<file path="config.mk">
export PLATFORM = sky130hd
export DESIGN_NAME = pcm_player
export DESIGN_NICKNAME = d
export VERILOG_FILES = /design/src/design/pcm_pkg.sv /design/src/design/pcm_addr_seq.sv /design/src/design/pcm_cmd_decode.sv /design/src/design/pcm_fetch.sv /design/src/design/pcm_player.sv /design/src/design/pcm_sample_out.sv
export SDC_FILE = /design/constraint.sdc
export NUM_CORES = 1
export LEC_CHECK = 0
export BUFFER_PORTS_ARGS = -buffer_cell sky130_fd_sc_hd__buf_4
export CORE_UTILIZATION = 58
export CTS_CLUSTER_DIAMETER = 100
export DETAILED_ROUTE_END_ITERATION = 10
export MAX_ROUTING_LAYER = met4
export PLACE_DENSITY = 0.83
export SYNTH_ARGS = -nofsm -noshare
export SYNTH_HDL_FRONTEND = slang
export SYNTH_SLANG_ARGS = --single-unit
</file>
<file path="constraint.sdc">
create_clock -name clk -period 4.9 [get_ports clk]
set_input_delay 0.98 -clock clk [delete_from_list [all_inputs] [get_ports clk]]
set_output_delay 0.98 -clock clk [all_outputs]
set_load 0.01 [all_outputs]
</file>
<file path="src/design/pcm_pkg.sv">
package pcm_pkg;

    // Sample ROM geometry, 128 KB
    localparam int ROM_AW = 17;
    localparam int PAGE_W = 6;
    localparam int OFS_W  = 8;

    // Bank, half and page sit above the offset
    localparam int BASE_W = ROM_AW - OFS_W;
    localparam int RATE_W = 3;

    localparam logic [7:0] END_MARK = 8'hFF; // End of sample

    // Host command
    typedef struct packed {
        logic [7:0]        ctrl; // 7..5 rate, 4..1 bank select, 0 half
        logic [PAGE_W-1:0] page;
    } pcm_cmd_t;

    // Job handed from decode to the sequencer
    typedef struct packed {
        logic [BASE_W-1:0] base; // {bank, half, page}
        logic [RATE_W-1:0] rate;
    } pcm_job_t;

    // One ROM read
    typedef struct packed {
        logic [ROM_AW-1:0] addr;
    } pcm_req_t;

    // Fetched sample byte
    typedef struct packed {
        logic [7:0] data;
        logic       last; // End marker or final offset of the page
    } pcm_byte_t;

    typedef enum logic [1:0] {
        SEQ_IDLE,
        SEQ_WAIT_TICK,
        SEQ_READ,
        SEQ_WAIT_DATA
    } seq_state_e;

endpackage

</file>
<file path="src/design/pcm_addr_seq.sv">
`timescale 1ns/1ns

module pcm_addr_seq (
    input  logic              clk,
    input  logic              rst_i,
    input  logic              cen_i,

    input  logic              job_vld_i,
    input  pcm_pkg::pcm_job_t job_i,

    input  logic              byte_done_i,
    input  logic              stop_i,

    output logic              req_vld_o,
    output pcm_pkg::pcm_req_t req_o,
    output logic              tag_o
);
    import pcm_pkg::*;

    seq_state_e        state_q;
    logic [BASE_W-1:0] base_q;
    logic [RATE_W-1:0] rate_q;
    logic [OFS_W-1:0]  ofs_q;
    logic [RATE_W:0]   tick_cnt;
    logic              tick_full;
    logic              tick_ok;
    logic              tag_q;
    logic              rd_busy;   // A read is out, possibly from an aborted job

    assign tick_full = tick_cnt > {1'b0, rate_q};
    // The final pulse itself releases the read on the next cycle
    assign tick_ok   = tick_full || (cen_i && tick_cnt == {1'b0, rate_q});

    assign tag_o      = tag_q ^ job_vld_i; // New tag visible in the restart cycle
    assign req_vld_o  = (state_q == SEQ_READ) && !job_vld_i;
    assign req_o.addr = {base_q, ofs_q};

    always_ff @(posedge clk) begin
        if (rst_i) begin
            state_q  <= SEQ_IDLE;
            ofs_q    <= '0;
            tick_cnt <= '0;
            tag_q    <= 1'b0;
            rd_busy  <= 1'b0;
        end else begin
            if (req_vld_o) begin
                rd_busy <= 1'b1;
            end else if (byte_done_i) begin
                rd_busy <= 1'b0;
            end

            if (job_vld_i) begin // Restart, even in the middle of a job
                state_q  <= SEQ_WAIT_TICK;
                tag_q    <= ~tag_q;
                ofs_q    <= '0;
                tick_cnt <= '0;
            end else if (stop_i) begin
                state_q <= SEQ_IDLE;
            end else begin
                case (state_q)
                    SEQ_WAIT_TICK: begin
                        if (cen_i && !tick_full) tick_cnt <= tick_cnt + 1'b1;
                        // Stale read from an old job must finish first
                        if (tick_ok && !rd_busy) state_q <= SEQ_READ;
                    end
                    SEQ_READ: state_q <= SEQ_WAIT_DATA;
                    SEQ_WAIT_DATA: begin
                        if (byte_done_i) begin
                            ofs_q    <= ofs_q + 1'b1;
                            tick_cnt <= '0;
                            state_q  <= SEQ_WAIT_TICK;
                        end
                    end
                    default: state_q <= SEQ_IDLE;
                endcase
            end
        end
    end

    always_ff @(posedge clk) begin
        if (job_vld_i) begin
            base_q <= job_i.base;
            rate_q <= job_i.rate;
        end
    end

endmodule

</file>
<file path="src/design/pcm_cmd_decode.sv">
`timescale 1ns/1ns

module pcm_cmd_decode (
    input  logic              clk,
    input  logic              rst_i,

    input  logic              cmd_vld_i,
    input  pcm_pkg::pcm_cmd_t cmd_i,

    output logic              job_vld_o,
    output pcm_pkg::pcm_job_t job_o
);
    import pcm_pkg::*;

    logic [1:0] bank;
    logic       half;
    pcm_job_t   job_d;

    // Highest set select bit wins
    always_comb begin
        casez (cmd_i.ctrl[4:1])
            4'b1???: bank = 2'd3;
            4'b01??: bank = 2'd2;
            4'b001?: bank = 2'd1;
            default: bank = 2'd0;
        endcase
    end

    assign half = cmd_i.ctrl[0];

    always_comb begin
        job_d.base = {bank, half, cmd_i.page};
        job_d.rate = cmd_i.ctrl[7:5]; // Divider in cen_i pulses minus one
    end

    always_ff @(posedge clk) begin
        if (rst_i) begin
            job_vld_o <= 1'b0;
        end else begin
            job_vld_o <= cmd_vld_i;
        end
    end

    // Job fields only change with a new command
    always_ff @(posedge clk) begin
        if (cmd_vld_i) begin
            job_o <= job_d;
        end
    end

endmodule

</file>
<file path="src/design/pcm_fetch.sv">
`timescale 1ns/1ns

module pcm_fetch (
    input  logic                       clk,
    input  logic                       rst_i,

    input  logic                       req_vld_i,
    input  pcm_pkg::pcm_req_t          req_i,
    input  logic                       tag_i,

    // Sample ROM, data-ok style reply
    output logic                       rom_cs_o,
    output logic [pcm_pkg::ROM_AW-1:0] rom_addr_o,
    input  logic [7:0]                 rom_data_i,
    input  logic                       rom_ok_i,

    output logic                       byte_vld_o,
    output pcm_pkg::pcm_byte_t         byte_o,
    output logic                       byte_done_o
);
    import pcm_pkg::*;

    logic [ROM_AW-1:0] addr_q;
    logic              req_tag_q; // Job tag at request time
    logic              got_q;
    logic              ok;
    pcm_byte_t         data_q;

    assign ok = rom_cs_o && rom_ok_i;

    always_ff @(posedge clk) begin
        if (rst_i) begin
            rom_cs_o <= 1'b0;
            got_q    <= 1'b0;
        end else begin
            got_q <= ok;
            if (req_vld_i) begin
                rom_cs_o <= 1'b1;
            end else if (ok) begin
                rom_cs_o <= 1'b0; // Held until the ROM answers
            end
        end
    end

    always_ff @(posedge clk) begin
        if (req_vld_i) begin
            addr_q    <= req_i.addr;
            req_tag_q <= tag_i;
        end
        if (ok) begin
            data_q.data <= rom_data_i;
            data_q.last <= (rom_data_i == END_MARK) || (addr_q[OFS_W-1:0] == '1);
        end
    end

    assign rom_addr_o  = addr_q;
    assign byte_o      = data_q;
    assign byte_done_o = got_q; // Releases the sequencer even for a dropped byte
    assign byte_vld_o  = got_q && (req_tag_q == tag_i);

endmodule

</file>
<file path="src/design/pcm_player.sv">
`timescale 1ns/1ns

module pcm_player (
    input  logic                       clk,
    input  logic                       rst_i,
    input  logic                       cen_i,      // Sample clock strobe

    input  logic                       cmd_vld_i,
    input  pcm_pkg::pcm_cmd_t          cmd_i,

    output logic                       rom_cs_o,
    output logic [pcm_pkg::ROM_AW-1:0] rom_addr_o,
    input  logic [7:0]                 rom_data_i,
    input  logic                       rom_ok_i,

    output logic signed [7:0]          snd_o,
    output logic                       snd_vld_o,
    output logic                       done_o
);
    import pcm_pkg::*;

    logic      job_vld;
    pcm_job_t  job;
    logic      req_vld;
    pcm_req_t  req;
    logic      tag;
    logic      byte_vld;
    pcm_byte_t byte_q;
    logic      byte_done;
    logic      stop;

    pcm_cmd_decode u_decode (
        .clk        ( clk        ),
        .rst_i      ( rst_i      ),
        .cmd_vld_i  ( cmd_vld_i  ),
        .cmd_i      ( cmd_i      ),
        .job_vld_o  ( job_vld    ),
        .job_o      ( job        )
    );

    pcm_addr_seq u_seq (
        .clk         ( clk       ),
        .rst_i       ( rst_i     ),
        .cen_i       ( cen_i     ),
        .job_vld_i   ( job_vld   ),
        .job_i       ( job       ),
        .byte_done_i ( byte_done ),
        .stop_i      ( stop      ),
        .req_vld_o   ( req_vld   ),
        .req_o       ( req       ),
        .tag_o       ( tag       )
    );

    pcm_fetch u_fetch (
        .clk         ( clk        ),
        .rst_i       ( rst_i      ),
        .req_vld_i   ( req_vld    ),
        .req_i       ( req        ),
        .tag_i       ( tag        ),
        .rom_cs_o    ( rom_cs_o   ),
        .rom_addr_o  ( rom_addr_o ),
        .rom_data_i  ( rom_data_i ),
        .rom_ok_i    ( rom_ok_i   ),
        .byte_vld_o  ( byte_vld   ),
        .byte_o      ( byte_q     ),
        .byte_done_o ( byte_done  )
    );

    pcm_sample_out u_out (
        .clk        ( clk       ),
        .rst_i      ( rst_i     ),
        .byte_vld_i ( byte_vld  ),
        .byte_i     ( byte_q    ),
        .snd_o      ( snd_o     ),
        .snd_vld_o  ( snd_vld_o ),
        .done_o     ( done_o    ),
        .stop_o     ( stop      )
    );

endmodule

</file>
<file path="src/design/pcm_sample_out.sv">
`timescale 1ns/1ns

module pcm_sample_out (
    input  logic               clk,
    input  logic               rst_i,

    input  logic               byte_vld_i,
    input  pcm_pkg::pcm_byte_t byte_i,

    output logic signed [7:0]  snd_o,
    output logic               snd_vld_o,
    output logic               done_o,
    output logic               stop_o
);
    import pcm_pkg::*;

    logic is_mark;

    assign is_mark = byte_i.data == END_MARK;

    always_ff @(posedge clk) begin
        if (rst_i) begin
            snd_o     <= '0;
            snd_vld_o <= 1'b0;
            done_o    <= 1'b0;
        end else begin
            snd_vld_o <= 1'b0;
            done_o    <= 1'b0;
            if (byte_vld_i) begin
                done_o <= byte_i.last;
                // End marker ends the job without a sample
                if (!(byte_i.last && is_mark)) begin
                    snd_o     <= {~byte_i.data[7], byte_i.data[6:0]}; // Minus 128
                    snd_vld_o <= 1'b1;
                end
            end
        end
    end

    // Level holds between samples
    assign stop_o = done_o;

endmodule

</file>
==> key figures <==
Timing
  • Worst-margin pin slew: 0.758 ns
  • Setup_tns: 0 ns
  • Slew headroom: 49.4%
  • RSZ-0062 raised after global routing: no
  • F_max: 451 MHz
  • # setup viols final: 0
  • Layout Skew: 0.00719 ns
  • Minimum clock period: 2.22 ns
  • Period utilisation layout: a little under half
  • Final Max Slew Viols: 0
  • Hold Violations, Final: 0

Global route
  • Vias in the first global route: 1,718
  • Global-route wire length before repair: between 7000 and 8000 um
  • Largest net degree at the start of global routing: 19
  • Total GRT Usage: 21.4%
  • Busiest grt layer: met2
  • GRT met3 Usage: 6.72%
  • Initial antenna violation count: 0
  • Met1 Use GR: 25.9%
  • Grt ovf: 0
  • Met2 Usage GRT: 33.1%

Yosys
  • Synth Flop Type: edfxtp_1
  • Most frequent cell after synthesis: edfxtp_1
  • Synth cell count leaders: edfxtp_1, dfxtp_1, nor2_1
  • Share of the yosys chip area belonging to registers: 71.6%
  • Most area-hungry cell type in the Yosys netlist: edfxtp_1
  • Gate Count Post-Synth: 201
  • Syn Nets: ~240
  • Synth cell types: 38
  • Share of the synthesized area in the top cell type: 51.9%
  • Synthesized area: 0.00295 mm2
  • Synth async-reset ratio: 0%
  • Post-synth EDFFs: 51
  • Syn avg cell area: 14.7 um2
  • Synthesis Warnings: 0
  • Synth Register Bits: 80
  • Synth area leaders: edfxtp_1, dfxtp_1, ha_1

CTS
  • Root Buffer: clkbuf_8
  • Worst-case clock buffer depth: 2
  • Skew-Pair Late Insertion Delay: 0.35 ns
  • Cts-stage hold buffer count: 0
  • Worst-path clk slew: 0.08 ns
  • TritonCTS clock tree: done
  • Total CTS buffers: 9
  • Post_cts resized: 0
  • Sink Count: 80
  • Setup repair bufs after CTS: 0
  • H-tree depth: 3

Setup path
  • Critical-path cell list: xnor3_1 > nand2_1 > a41oi_2 > mux2i_1 > nor2_1
  • Critical path endpoint category: register
  • Critical path data required time: 5.14 ns
  • Worst Setup Path Type: reg -> reg
  • Slowest CP cell: dfxtp_1
  • Crit path max fanout: 17
  • Crit path DAT: ~2.5 ns
  • CP max stage delay: 0.82 ns
  • Worst setup SP type: register

Pwr
  • Int Power: 0.00101 W
  • Reg power frac: 58.7%
  • PwrDens: 355 mW/mm2
  • Net Sw Frac: 21.4%
  • Total power: 0.00128 W
  • Comb pwr share: 4.4%
  • Leakage: 1.37 nW
  • Switching pwr: about 0.00027 W
  • Clock network power share: 36.8%
  • Max VDD drop: 0.000398 V

Finish
  • Ant. Diodes: 0
  • Fill count: ~330
  • Fraction of layout cells with a size suffix above 1: 28.6%
  • Area delta synth->final: 22.3%
  • Nets@finish: approximately 300

Die
  • Die Y-Extent: 73.3 um
  • Initial Util: between 60 and 70%
  • Core area: 0.00482 mm2
  • Row cnt: 25
  • Full die area: 0.00538 mm2
  • DIE WIDTH: 73.3 um
  • I/O pin total: 55

Detailed routing
  • Average wire per standard cell: 15.1 um
  • Via-per-instance ratio: around 5.2
  • DR vias: 1,740
  • Initial drt markers: 122
  • Final WL: 5030 um
  • Pre-antenna DRT Iters: 4
  • Post-route ant nets: 0
  • Drt drc: 0

Placement
  • HPWL Detailed: 3580 um
  • GPL Wtd Cong: between 0.7 and 0.8
  • Port buffer count: 53

Worst hold path
  • Min-Delay Path Class: reg -> reg

Job
  • Max Cap Viol: 0

Run status
  • Outcome: finished clean
## placed cells by master, fill, tap and decap left out, drive strengths merged, types with 2 or more instances in the layout
cell type  netlist  layout
a211oi           4       4
a21oi            4       4
a31oi            2       2
a41oi            2       2
buf              0      53
clkbuf           4       9
clkinv           0       3
dfxtp           29      29
edfxtp          51      51
ha               9       9
inv              8      10
mux2i           10      10
nand2            5       5
nand2b           4       4
nand3            2       2
nand3b           2       2
nand4            7       7
nor2            21      21
nor2b            4       4
nor3             4       4
nor3b            2       2
o21ai            2       2
or2              4       4
xnor2            2       2
xor2             6       6
## worst max-delay path: cells and delay by family (launching register included)
| family | cells | cell delay (ns) |
|---|---|---|
| AND/OR/NAND/NOR | 2 | 0.17 |
| multiplexers | 1 | 0.25 |
| AO/OA/AOI/OAI | 1 | 0.53 |
| flip-flops | 1 | 0.82 |
| XOR/XNOR | 1 | 0.34 |
## state kept, by name, summed over array words and instances, names as in the netlist
name / count
u_seq.state_q: 2
u_out.snd_o: 8
u_seq.rate_q: 3
u_fetch.byte_o: 9
u_out.snd_vld_o: 1
u_seq.tick_cnt: 4
u_seq.base_q: 9
u_out.done_o: 1
u_fetch.req_tag_q: 1
u_seq.ofs_q: 8
u_decode.job_o: 12
u_decode.job_vld_o: 1
u_seq.tag_q: 1
u_fetch.rom_cs_o: 1
u_fetch.byte_done_o: 1
u_fetch.rom_addr_o: 17
u_seq.rd_busy: 1
## power by group through the flow
stage / clock network (W) / logic (W) / registers (W)
6_report: 0.000472 / 0.0000570 / 0.000753
5_1_grt: 0.000509 / 0.0000628 / 0.000755
4_1_cts: 0.000480 / 0.0000573 / 0.000753
3_5_place_dp: 0 / 0.0000571 / 0.000769
3_3_place_gp: 0 / 0.0000552 / 0.000767
2_1_floorplan: 0 / 0.0000262 / 0.000766
## metrics by stage
step / utilization, % / instances / setup WS (ns) / area, um2 / hold WS, ns
2_1_floorplan: - / 201 / 2.88 / 2950 / 0.400
3_3_place_gp: 71.0 / 317 / 2.69 / 3420 / 0.401
3_5_place_dp: 71.0 / 317 / 2.67 / 3420 / 0.406
4_1_cts: 75.0 / 333 / 2.66 / 3610 / 0.427
5_1_grt: 75.0 / 333 / 2.53 / 3610 / 0.434
6_report: 75.0 / 333 / 2.68 / 3610 / 0.424
## cell families (layout without fill, tap and decap cells)
| logic type | count (synthesis) | count (layout) | synth area share (%) |
|---|---|---|---|
| flip-flops | 80 | 80 | 71.6 |
| AND/OR/NAND/NOR | 64 | 64 | 12.0 |
| AO/OA/AOI/OAI | 17 | 17 | 4.62 |
| buffers and inverters | 12 | 77 | 1.53 |
| multiplexers | 10 | 10 | 3.39 |
| adder cells (fa/ha/maj) | 9 | 9 | 3.82 |
| XOR/XNOR | 9 | 9 | 3.14 |
## worst paths after layout
path	startpoint	end	slack [ns]	cells past startpoint
setup / recovery	u_decode.job_vld_o	u_out.snd_o[1]	2.68	5
setup reg to reg	u_decode.job_vld_o	u_out.snd_o[1]	2.68	5
hold / removal	u_decode.job_o[0]	u_seq.rate_q[0]	0.42	0
hold reg to reg	u_decode.job_o[0]	u_seq.rate_q[0]	0.42	0
## layout make-up
cell class	instances	area, um2	share of cell area, %
multi-input cells	109	795	22.0
repair buffers	53	398	11.0
clock inverters	7	68.8	1.91
clock buffers	9	124	3.43
well taps	67	83.8	2.32
inverters	8	30.0	0.832
flip-flops and latches	80	2110	58.5
## per-layer routing
metal	up-vias	routed length (um)
met4	0	105
met2	46	2540
met1	837	2130
met5	-	0
met3	9	241
li1	848	-
No activity file was read; power rests on OpenSTA's default activity.
